### src/design/mul_defines.svh
`ifndef MUL_DEFINES_SVH
`define MUL_DEFINES_SVH

// Datapath widths.
`define MUL_XLEN    64
`define MUL_PROD_W  128
`define MUL_EXT_W   66
`define MUL_PP_NUM  33

// Core identifiers.
`define MUL_IID_W   5
`define MUL_PREG_W  6

// Major opcodes of the register-register multiply forms.
`define MUL_OPC_OP    7'b0110011
`define MUL_OPC_OP32  7'b0111011

`endif

### src/design/mul_pkg.sv
`default_nettype none

`include "mul_defines.svh"

package mul_pkg;

    typedef struct packed {
        logic                   vld;
        logic [`MUL_IID_W-1:0]  iid;
        logic [6:0]             opcode;
        logic [2:0]             funct3;
        logic [`MUL_XLEN-1:0]   src1;
        logic [`MUL_XLEN-1:0]   src2;
        logic [`MUL_PREG_W-1:0] pdst;
    } mul_issue_t;

    // Follows the data down every stage.
    typedef struct packed {
        logic [`MUL_IID_W-1:0]  iid;
        logic                   op64;
        logic [2:0]             funct3;
        logic [`MUL_PREG_W-1:0] pdst;
    } mul_tag_t;

    typedef struct packed {
        mul_tag_t              tag;
        logic [`MUL_EXT_W-1:0] src1_ext;
        logic [`MUL_EXT_W-1:0] src2_ext;
    } mul_ext_t;

    typedef struct packed {
        mul_tag_t                                   tag;
        logic [`MUL_PP_NUM-1:0][`MUL_PROD_W-1:0]    pp;
    } mul_pp_t;

    typedef struct packed {
        mul_tag_t               tag;
        logic [`MUL_PROD_W-1:0] sum;
        logic [`MUL_PROD_W-1:0] carry;
    } mul_tree_t;

    typedef struct packed {
        mul_tag_t             tag;
        logic [`MUL_XLEN-1:0] sum_h;
        logic [`MUL_XLEN-1:0] carry_h;
        logic [`MUL_XLEN-1:0] res_l;
        logic                 cout;
    } mul_low_t;

    typedef struct packed {
        mul_tag_t             tag;
        logic [`MUL_XLEN-1:0] res_l;
        logic [`MUL_XLEN-1:0] res_h;
    } mul_high_t;

    typedef struct packed {
        logic                   vld;
        logic [`MUL_PREG_W-1:0] preg;
        logic [`MUL_XLEN-1:0]   data;
    } mul_wb_t;

    typedef struct packed {
        logic                   vld;
        logic [`MUL_PREG_W-1:0] preg;
    } mul_fwd_t;

endpackage

`default_nettype wire

### src/design/mul_stage_reg.sv
`default_nettype none

module mul_stage_reg #(
    parameter type payload_t = logic
) (
    input  logic     clk,
    input  logic     rst_clk,
    input  logic     flush,
    input  logic     in_vld,
    input  payload_t in_data,
    output logic     out_vld,
    output payload_t out_data
);

    always_ff @(posedge clk or negedge rst_clk) begin
        if (!rst_clk) begin
            out_vld <= 1'b0;
        end else begin
            out_vld <= in_vld & ~flush;
        end
    end

    // Bubbles and flushed slots carry zeros.
    always_ff @(posedge clk) begin
        if (flush || !in_vld) begin
            out_data <= '0;
        end else begin
            out_data <= in_data;
        end
    end

endmodule

`default_nettype wire

### src/design/mul_operand_stage.sv
`default_nettype none

`include "mul_defines.svh"

module mul_operand_stage (
    input  logic                 clk,
    input  logic                 rst_clk,
    input  logic                 flush,
    input  mul_pkg::mul_issue_t  issue,
    output logic                 out_vld,
    output mul_pkg::mul_ext_t    out_data
);

    localparam int HALF = `MUL_XLEN / 2;
    localparam int PAD  = `MUL_EXT_W - `MUL_XLEN;

    logic                 accept;
    logic                 op64;
    logic                 sign1;
    logic                 sign2;
    logic [`MUL_XLEN-1:0] opa;
    logic [`MUL_XLEN-1:0] opb;
    mul_pkg::mul_ext_t    ext_d;

    // Divide encodings share the opcode and are dropped here.
    assign accept = issue.vld & ~issue.funct3[2];
    assign op64   = (issue.opcode == `MUL_OPC_OP);

    // Word forms use the sign-extended low halves.
    assign opa = op64 ? issue.src1 : {{HALF{issue.src1[HALF-1]}}, issue.src1[HALF-1:0]};
    assign opb = op64 ? issue.src2 : {{HALF{issue.src2[HALF-1]}}, issue.src2[HALF-1:0]};

    // MULHU is unsigned on both sides, MULHSU only on the second.
    assign sign1 = (issue.funct3[1:0] != 2'b11);
    assign sign2 = ~issue.funct3[1];

    always_comb begin
        ext_d.tag.iid    = issue.iid;
        ext_d.tag.op64   = op64;
        ext_d.tag.funct3 = issue.funct3;
        ext_d.tag.pdst   = issue.pdst;
        ext_d.src1_ext   = {{PAD{sign1 & opa[`MUL_XLEN-1]}}, opa};
        ext_d.src2_ext   = {{PAD{sign2 & opb[`MUL_XLEN-1]}}, opb};
    end

    mul_stage_reg #(.payload_t(mul_pkg::mul_ext_t)) u_reg (
        .clk      (clk),
        .rst_clk  (rst_clk),
        .flush    (flush),
        .in_vld   (accept),
        .in_data  (ext_d),
        .out_vld  (out_vld),
        .out_data (out_data)
    );

endmodule

`default_nettype wire

### config.mk
export PLATFORM = sky130hd
export DESIGN_NAME = mul_operand_stage
export DESIGN_NICKNAME = d
export VERILOG_FILES = /design/src/design/mul_pkg.sv /design/src/design/mul_stage_reg.sv /design/src/design/mul_operand_stage.sv
export VERILOG_INCLUDE_DIRS = /design/src /design/src/design
export SDC_FILE = /design/constraint.sdc
export NUM_CORES = 1
export LEC_CHECK = 0
export BUFFER_PORTS_ARGS = -buffer_cell sky130_fd_sc_hd__buf_2
export CAP_MARGIN = 10
export CORE_AREA = 2 2 118 120
export DETAILED_ROUTE_END_ITERATION = 16
export DIE_AREA = 0 0 120 122
export GPL_ROUTABILITY_DRIVEN = 0
export GPL_TIMING_DRIVEN = 0
export PLACE_DENSITY = 0.68
export REMOVE_ABC_BUFFERS = 1
export SYNTH_ARGS = -nofsm -noshare
export SYNTH_HDL_FRONTEND = slang
export SYNTH_SLANG_ARGS = --single-unit
### constraint.sdc
create_clock -name clk -period 0.8 [get_ports clk]
set_input_delay 0.12 -clock clk [delete_from_list [all_inputs] [get_ports clk]]
set_output_delay 0.12 -clock clk [all_outputs]
set_load 0.01 [all_outputs]
==> metrics.yaml <==
end_kind: "register"
die_w_um: 120
max_freq_ghz: 0.9281
synth_seq_cells: 146
synth.avg_cell_area_um2: 12.92
vias: 4755
busiest_layer: "met2"
yosysWarnings: 0
finalSetupViolCount: 285
synth_adder_area_share_pct: 0
drc_errors: 0
crit_family: "buffers and inverters"
cp_slowest_cell: "or3b_4"
dp_slack_ns: -1.290
critPathArrivalTime_ns: 1.42
cts_tree: "done"
final_cell_mix: "buf_2 (216), dlygate4sd3_1 (142), buf_6 (94), dfxtp_2 (81)"
routed_wl_um: 20120
synth_compound_area_share_pct: 13.84
p_sw_share_pct: 22.85
power_leakage_nw: 4.566
setup_slack_ns: -0.2775
port_buffers: 300
ios: 301
slew_viol_final: 0
dieHeight_um: 122
path_class: "primary input to register"
worst_path_most_repeated_cell: "buf_12"
root_buffer: "clkbuf_16"
clockBufferDepth: 2
mappedNetlistArea_um2: 4340
gr-total-overflow: 0
path_buf_inv: 6
dieArea_um2: 14640
setup.worst_path.start_class: "primary input"
antenna_found_initial: 0
hold_viol_final: 0
cp_max_fo: 6
final_common_cell: "buf_2"
clkPwrFrac_pct: 46.7
fin_crit_sh_pct: 134.7
track_usage_pct: 25.37
synth-simple-area-share_pct: 12.60
clk_pin_slew_ns: 0.07
ant_nets: 0
htree_levels: 4
clock-sinks: 146
grt_pass1_vias: 5055
final_net_count: 981
routedWlPerCell_um: 19.69
dp_hpwl_um: 8435
ys_seq_area_share_pct: 67.45
violations: "negative setup slack"
p_sw_mw: 4.197
drt_iter0_markers: 217
grt_use_met3_pct: 8.521
gr-usage-met2_pct: 44.74
synth_top_family_by_area: "compound AO/OA/AOI/OAI gates"
drt_first_pass_iters: 4
syn_to_final_growth_pct: 122.3
grt_max_degree: 18
status: "finished, violations left"
path_cells: "buf_6, or3b_4, buf_12, inv_16, buf_12, buf_12, buf_16, a31o_1"
synthMuxAreaShare_pct: 0.4612
rsz0062_at_grt: "yes"
initial_utilization_pct: 32.14
num_rows: 43
internal_power_mw: 14.17
synth_cell_types: 22
numCtsBuffers: 17
via_per_inst: 4.653
netlist_instances: 336
max_stage_delay_ns: 0.46
pwr-share-comb_pct: 12.0
placed_area_um2: 5888
min_period_ns: 1.077
drive_gt1_share_pct: 61.71
use_met1_pct: 27.50
ir_drop_mv: 1.199
hold_path_class: "primary input to register"
synthXorXnorAreaFrac_pct: 0
max_cap_violations: 0
stdcell_area_um2: 9647
core_um2: 13500
grt_pass1_wl_um: 27650
p_per_area_nw_per_um2: 1904
crit_required_ns: 1.15
p_seq_share_pct: 41.2
## through the flow
step / TNS [ns] / power (mW) / hold WS, ns / util, % / std cells
floorplan: -164.55 / 8.012 / -0.1756 / - / 305
global placement: -261.64 / 8.620 / -0.1041 / 43.22 / 785
detailed placement: -153.81 / 8.658 / -0.1019 / 43.60 / 787
CTS: -46.07 / 18.17 / 0.02182 / 67.95 / 1017
global route: -55.39 / 18.89 / 0.04280 / 71.42 / 1021
finish: -49.59 / 18.37 / 0.06256 / 71.44 / 1022
## final timing paths
kind                                        to        from  depth (start not counted)  slack [ns]
setup / recovery           u_reg.out_data[104]       flush                          8       -0.28
hold / removal              u_reg.out_data[64]  issue[135]                          3        0.06
max in group asynchronous        u_reg.out_vld     rst_clk                          3        0.12
min in group asynchronous        u_reg.out_vld     rst_clk                          3        0.57
## cell usage after synthesis
cell      number  share of area, %
inv_1          2              0.17
dfrtp_1        1              0.58
nor2_1         2              0.17
and2_1        76                11
nand3b_1       1              0.17
buf_6          7               1.8
clkbuf_1       1             0.086
dfxtp_1      145                67
buf_2         10               1.2
a31o_1        64                13
and4bb_2       1              0.29
or3_1          1              0.14
nand3_1        2              0.23
and3b_1        1              0.20
a211oi_4       2              0.92
nand2_1        1             0.086
conb_1         1             0.086
inv_2          1             0.086
or3b_1         1              0.20
buf_4         13               2.2
mux2i_1        2              0.46
and3_1         1              0.14
## repair_timing
| item | in CTS | in global routing |
|---|---|---|
| endpoints found under the setup margin | 291 | 291 |
| buffers inserted | 33 | 8 |
| gates resized for setup | 120 | 156 |
| pin swaps | 36 | 37 |
| gates cloned | 23 | 3 |
| endpoints found under the hold margin | 142 | 0 |
| hold buffers | 142 | 0 |
## cells by family after synthesis
logic type,count (synthesis)
and+or+nand+nor,87
buffers and inverters,34
DFF,146
muxes,2
other,1
AOI/OAI and AO/OA,66
## state kept, by name (all words and copies together), names as in the netlist
register / flops
u_reg.out_data: 145
u_reg.out_vld: 1
## power by group through the flow
stage / Sequential (mW) / Clock [mW] / Combinational [mW]
final: 7.57 / 8.58 / 2.21
after global routing: 7.58 / 8.98 / 2.32
after CTS: 7.53 / 8.61 / 2.02
after detailed placement: 7.68 / 0 / 0.979
after global placement: 7.67 / 0 / 0.949
after floorplan: 7.79 / 0 / 0.225
## routing by layer
layer | wire length [um] | part of all wire [%]
met1 | 7385 | 37
met2 | 10540 | 52
met3 | 1606 | 8.0
met4 | 589 | 2.9
met5 | 0 | 0
## tightest hold or removal path, delay by kind of cell
kind                   cells  cell delay, ns
buffers and inverters      1            0.14
muxes                      1            0.06
and+or+nand+nor            1            0.12
## cell type report
class / instances / area, um^2
Timing Repair inverter: 7 / 117.6
Fill cell: 858 / 3857
Timing Repair Buffer: 494 / 4279
Clock buffer: 18 / 429.2
Sequential cell: 146 / 3029
Inverter: 3 / 27.53
Clock inverter: 14 / 202.7
Antenna cell: 1 / 2.502
Tap cell: 180 / 225.2
Multi-Input combinational cell: 159 / 1334
(Power assumes the default switching activity.)
