<file path="config.mk">
export PLATFORM = sky130hd
export DESIGN_NAME = mul_final_add_stage
export DESIGN_NICKNAME = d
export VERILOG_FILES = /design/src/design/mul_pkg.sv /design/src/design/mul_stage_reg.sv /design/src/design/mul_final_add_stage.sv
export VERILOG_INCLUDE_DIRS = /design/src /design/src/design
export SDC_FILE = /design/constraint.sdc
export NUM_CORES = 1
export LEC_CHECK = 0
export ABC_AREA = 0
export BUFFER_PORTS_ARGS = -buffer_cell sky130_fd_sc_hd__clkbuf_2
export CORE_UTILIZATION = 55
export DETAILED_ROUTE_END_ITERATION = 6
export GPL_TIMING_DRIVEN = 0
export PLACE_DENSITY = 0.8
export SLEW_MARGIN = 10
export SYNTH_ARGS = -nofsm -noshare
export SYNTH_HDL_FRONTEND = slang
export SYNTH_SLANG_ARGS = --single-unit
</file>
<file path="constraint.sdc">
create_clock -name clk -period 4.46 [get_ports clk]
set_input_delay 0.892 -clock clk [delete_from_list [all_inputs] [get_ports clk]]
set_output_delay 0.892 -clock clk [all_outputs]
set_load 0.005 [all_outputs]
</file>
<file path="src/design/mul_defines.svh">
`ifndef MUL_DEFINES_SVH
`define MUL_DEFINES_SVH

// Datapath widths.
`define MUL_XLEN    64
`define MUL_PROD_W  128
`define MUL_EXT_W   66
`define MUL_PP_NUM  33

// Core identifiers.
`define MUL_IID_W   5
`define MUL_PREG_W  6

// Major opcodes of the register-register multiply forms.
`define MUL_OPC_OP    7'b0110011
`define MUL_OPC_OP32  7'b0111011

`endif

</file>
<file path="src/design/mul_pkg.sv">
`default_nettype none

`include "mul_defines.svh"

package mul_pkg;

    typedef struct packed {
        logic                   vld;
        logic [`MUL_IID_W-1:0]  iid;
        logic [6:0]             opcode;
        logic [2:0]             funct3;
        logic [`MUL_XLEN-1:0]   src1;
        logic [`MUL_XLEN-1:0]   src2;
        logic [`MUL_PREG_W-1:0] pdst;
    } mul_issue_t;

    // Follows the data down every stage.
    typedef struct packed {
        logic [`MUL_IID_W-1:0]  iid;
        logic                   op64;
        logic [2:0]             funct3;
        logic [`MUL_PREG_W-1:0] pdst;
    } mul_tag_t;

    typedef struct packed {
        mul_tag_t              tag;
        logic [`MUL_EXT_W-1:0] src1_ext;
        logic [`MUL_EXT_W-1:0] src2_ext;
    } mul_ext_t;

    typedef struct packed {
        mul_tag_t                                   tag;
        logic [`MUL_PP_NUM-1:0][`MUL_PROD_W-1:0]    pp;
    } mul_pp_t;

    typedef struct packed {
        mul_tag_t               tag;
        logic [`MUL_PROD_W-1:0] sum;
        logic [`MUL_PROD_W-1:0] carry;
    } mul_tree_t;

    typedef struct packed {
        mul_tag_t             tag;
        logic [`MUL_XLEN-1:0] sum_h;
        logic [`MUL_XLEN-1:0] carry_h;
        logic [`MUL_XLEN-1:0] res_l;
        logic                 cout;
    } mul_low_t;

    typedef struct packed {
        mul_tag_t             tag;
        logic [`MUL_XLEN-1:0] res_l;
        logic [`MUL_XLEN-1:0] res_h;
    } mul_high_t;

    typedef struct packed {
        logic                   vld;
        logic [`MUL_PREG_W-1:0] preg;
        logic [`MUL_XLEN-1:0]   data;
    } mul_wb_t;

    typedef struct packed {
        logic                   vld;
        logic [`MUL_PREG_W-1:0] preg;
    } mul_fwd_t;

endpackage

`default_nettype wire

</file>
<file path="src/design/mul_stage_reg.sv">
`default_nettype none

module mul_stage_reg #(
    parameter type payload_t = logic
) (
    input  logic     clk,
    input  logic     rst_clk,
    input  logic     flush,
    input  logic     in_vld,
    input  payload_t in_data,
    output logic     out_vld,
    output payload_t out_data
);

    always_ff @(posedge clk or negedge rst_clk) begin
        if (!rst_clk) begin
            out_vld <= 1'b0;
        end else begin
            out_vld <= in_vld & ~flush;
        end
    end

    // Bubbles and flushed slots carry zeros.
    always_ff @(posedge clk) begin
        if (flush || !in_vld) begin
            out_data <= '0;
        end else begin
            out_data <= in_data;
        end
    end

endmodule

`default_nettype wire

</file>
<file path="src/design/mul_final_add_stage.sv">
`default_nettype none

`include "mul_defines.svh"

module mul_final_add_stage (
    input  logic                   clk,
    input  logic                   rst_clk,
    input  logic                   flush,
    input  logic                   in_vld,
    input  mul_pkg::mul_tree_t     in_data,
    output logic                   complete,
    output logic [`MUL_IID_W-1:0]  complete_iid,
    output mul_pkg::mul_wb_t       wb,
    output mul_pkg::mul_fwd_t      fwd2
);

    localparam int XL   = `MUL_XLEN;
    localparam int HALF = `MUL_XLEN / 2;

    logic               low_vld;
    logic               high_vld;
    mul_pkg::mul_low_t  low_d;
    mul_pkg::mul_low_t  low_q;
    mul_pkg::mul_high_t high_d;
    mul_pkg::mul_high_t high_q;
    logic [XL-1:0]      res_sel;

    // Low half first, carry kept for the next cycle.
    always_comb begin
        low_d.tag                 = in_data.tag;
        low_d.sum_h               = in_data.sum[2*XL-1:XL];
        low_d.carry_h             = in_data.carry[2*XL-1:XL];
        {low_d.cout, low_d.res_l} = {1'b0, in_data.sum[XL-1:0]} +
                                    {1'b0, in_data.carry[XL-1:0]};
    end

    mul_stage_reg #(.payload_t(mul_pkg::mul_low_t)) u_low_reg (
        .clk      (clk),
        .rst_clk  (rst_clk),
        .flush    (flush),
        .in_vld   (in_vld),
        .in_data  (low_d),
        .out_vld  (low_vld),
        .out_data (low_q)
    );

    assign high_d.tag   = low_q.tag;
    assign high_d.res_l = low_q.res_l;
    assign high_d.res_h = low_q.sum_h + low_q.carry_h + XL'(low_q.cout);

    mul_stage_reg #(.payload_t(mul_pkg::mul_high_t)) u_high_reg (
        .clk      (clk),
        .rst_clk  (rst_clk),
        .flush    (flush),
        .in_vld   (low_vld),
        .in_data  (high_d),
        .out_vld  (high_vld),
        .out_data (high_q)
    );

    // MUL and MULW take the low half.
    assign res_sel = (high_q.tag.funct3[1:0] == 2'b00) ? high_q.res_l : high_q.res_h;

    assign complete     = high_vld;
    assign complete_iid = high_q.tag.iid;

    assign wb.vld  = high_vld & (high_q.tag.pdst != '0);
    assign wb.preg = high_q.tag.pdst;
    assign wb.data = high_q.tag.op64 ? res_sel : {{HALF{res_sel[HALF-1]}}, res_sel[HALF-1:0]};

    assign fwd2.vld  = low_vld & (low_q.tag.pdst != '0);
    assign fwd2.preg = low_q.tag.pdst;

endmodule

`default_nettype wire

</file>
==> flow_summary_export.csv <==
group,metric,value,unit
sta,rsz0062_at_grt,"false",
route,ant_nets,0,
pwr,p_seq_frac,0.447,
final_layout,nets,2808,
final_layout,nFillCells,2546,
die,fp.dieW,180,µm
run_status,violations,"design-rule violations",
grt,grt_pass1_wl,73700,µm
final_layout,drive_gt1_frac,0.196,
sta,period_share,0.883,
logic_synthesis,synth_edf_count,0,
clock_network,clk_pin_slew,0.06,ns
pwr,combPwrFrac,0.151,
die,rows,64,
worst_setup_path,critical_path.cell_chain,"fa_1, fa_1, a21o_1, and4_1, o21ai_2, a211oi_1, a211o_1, nand2_1, o21bai_1, a31oi_1, o31ai_1, xor2_1, and2_1",
logic_synthesis,synth_area_leaders,"dfxtp_1 40%, ha_1 9.1%, and2_1 8.5%",
route,drtIter0Drc,1055,
worst_setup_path,path_buf_inv,0,
sta,setup_viol,0,
logic_synthesis,synth_common_cells,"349 x dfxtp_1, 265 x nand2_1, 235 x and2_1",
sta,relSlewSlack,0.382,
logic_synthesis,async_flop_share,0.00570,
logic_synthesis,yosysMostFrequentCell,"dfxtp_1",
clock_network,cts_setup_buffers,0,
sta,worst_slack,0.521,ns
final_layout,area_growth,19.9,%
sta,finalCriticalPeriod,3.94,ns
final_layout,instances_no_fill,2823,
clock_network,cts_tree,"yes",
route,drt-pass1-iter-count,7,
route,vias,15300,
worst_setup_path,start_kind,"register",
die,pin_count,359,
placement,placed_cells,2764,
pwr,p_sw,1.85,mW
worst_setup_path,crit_family,"compound AO/OA/AOI/OAI gates",
sta,whs,0.145,ns
pwr,p_leak,9.66,nW
die,die-area,32300,µm²
route,viasPerCell,5.41,
grt,grt_max_degree,16,
logic_synthesis,yosys_warnings,0,
logic_synthesis,netlist_area,17400,µm²
placement,numPortBuffers,357,
clock_network,cts_hold_buf,0,
grt,grt_usage,0.279,
clock_network,clockBufferDepth,3,
grt,grt_pass1_vias,14500,
logic_synthesis,avgSynthCellArea,8.64,µm²
worst_setup_path,reg2reg_slack,0.52,ns
worst_setup_path,cp_slowest_cell,"fa_1",
run_status,outcome,"finished with violations",
worst_setup_path,cp.arrival,4.40,ns
logic_synthesis,synth_nets,2415,
placement,pre_cts_ws,0.113,ns
worst_setup_path,crit_fanout,4,
route,avgRoutedWirePerCell,16.3,µm
die,coreArea,30800,µm²
final_layout,antennaDiodeCount,0,
logic_synthesis,ys.flop_type,"dfxtp_1",
pwr,p_int,5.54,mW
clock_network,numCtsBuffers,34,
logic_synthesis,synth_cell_types,81,
worst_setup_path,slowest_delay,0.52,ns
sta,tightestPinTransition,0.904,ns
job,cap_violations,0,
hold_path,hold_class,"primary input to async pin",
worst_setup_path,crit_top_cell,"fa_1",
sta,timing.fmax,254,MHz
clock_network,cts_root_buf,"clkbuf_16",
pwr,vdd_drop_max,0.195,mV
grt,grt.overflow.total,0,
placement,dpl.hpwl,35700,µm
logic_synthesis,post-synth-top-area-fraction,0.402,
clock_network,cts_htree_levels,2,
logic_synthesis,yosysSeqAreaShare,0.405,
clock_network,clock_latency,0.52,ns
clock_network,postCtsResizedCells,0,
route,drc,24,
sta,drv_slew,0,
sta,finalHoldViolCount,0,
pwr,clock_power_share,0.403,
grt,antenna_found_initial,0,
pwr,p_per_area,355,nW/µm²
clock_network,clock_sinks,351,
logic_synthesis,synth_top_area_cell,"dfxtp_1",
worst_setup_path,worstSetupPathType,"register to register",
worst_setup_path,required,4.92,ns
logic_synthesis,synth-seq-cells,351,
route,wl,46000,µm
logic_synthesis,postSynthCellCount,2011,
sta,skew,0.0206,ns
worst_setup_path,cp-end-kind,"register",
die,start_util,0.564,
pwr,p_sw_frac,0.251,
placement,gp_congestion,0.946,
sta,fin_tns_setup,0,ns
die,die_h,180,µm
==> power groups by stage <==
stage               logic [mW]  registers (mW)  clock network (mW)
floorplan                0.743            3.35                   0
global placement          1.08            3.36                   0
detailed placement        1.09            3.37                   0
CTS                       1.10            3.30                3.03
global route              1.23            3.31                3.15
finish                    1.11            3.30                2.98
==> kinds of logic after synthesis <==
kind of cell	synth area share
fa+ha+maj	0.0942
flops	0.405
compound gates	0.176
xor+xnor	0.0559
simple gates	0.230
buf+inv	0.0381
mux	0.000576
==> sequential cells by signal (all words and copies together) (netlist names) <==
register,count
u_low_reg.out_data,207
u_high_reg.out_data,142
u_high_reg.out_vld,1
u_low_reg.out_vld,1
==> worst paths after layout <==
kind | from | cells past startpoint | end
setup / recovery | u_low_reg.out_data[0]$_SDFF_PN0_ | 13 | u_high_reg.out_data[56]$_SDFF_PN0_
hold / removal | rst_clk | 1 | u_high_reg.out_vld$_DFF_PN0_
setup reg to reg | u_low_reg.out_data[0]$_SDFF_PN0_ | 13 | u_high_reg.out_data[56]$_SDFF_PN0_
hold reg to reg | u_low_reg.out_data[33]$_SDFF_PN0_ | 1 | u_high_reg.out_data[96]$_SDFF_PN0_
max in group asynchronous | rst_clk | 1 | u_low_reg.out_vld$_DFF_PN0_
min in group clk | u_low_reg.out_data[33]$_SDFF_PN0_ | 1 | u_high_reg.out_data[96]$_SDFF_PN0_
==> layout make-up <==
cell class	count	area [µm²]	area share
sequential	351	7040	0.338
clock buffer	46	956	0.0459
multi-input combinational	1522	9680	0.465
timing repair buffer	357	1790	0.0858
buffer	104	534	0.0257
inverter	34	128	0.00613
clock inverter	13	213	0.0102
tap	396	495	0.0238
==> worst reg2reg max path: stages, from the launching register on <==
cell and delay, ns:
dfxtp_1 0.32, fa_1 0.52, fa_1 0.45, a21o_1 0.21
and4_1 0.23, o21ai_2 0.25, a211oi_1 0.15, a211o_1 0.32
nand2_1 0.20, o21bai_1 0.19, a31oi_1 0.46, o31ai_1 0.15
xor2_1 0.29, and2_1 0.17
==> cells in the final DEF, fill, tap and decap left out, types with 4 or more instances in the layout <==
cell type	n
ha_1	126
a221o_1	4
a21oi_1	134
o21ai_1	31
o21a_1	22
dfxtp_1	349
nor2_1	175
and2_1	235
o31a_1	7
nor2b_1	6
or3_1	5
nor3_1	28
a211oi_1	13
buf_4	18
o21ai_0	44
bufinv_16	5
nor3b_1	5
xnor2_1	68
a21o_1	65
nand3_1	26
buf_6	4
o21bai_1	27
a31oi_1	44
nand2_1	265
clkbuf_16	34
or2_2	4
o31ai_1	11
clkbuf_1	80
o211ai_1	7
nand2b_1	9
clkbuf_2	357
inv_1	33
xor2_1	43
nand4_1	37
clkinv_2	4
and3_1	8
clkbuf_8	10
==> through the flow <==
step	power, mW	area [µm²]	util
2_1_floorplan	4.09	17400	-
3_3_place_gp	4.44	19700	0.638
3_5_place_dp	4.45	19700	0.638
4_1_cts	7.43	20800	0.676
5_1_grt	7.68	20800	0.676
6_report	7.39	20800	0.676
==> routing by layer <==
layer,track usage,wire [µm],vias to the layer above
met5,0,0,-
met4,0.119,1840,0
met3,0.0330,2280,103
met2,0.440,20200,547
met1,0.387,21700,6928
li1,-,-,7683
No activity file was read; power rests on OpenSTA's default activity.
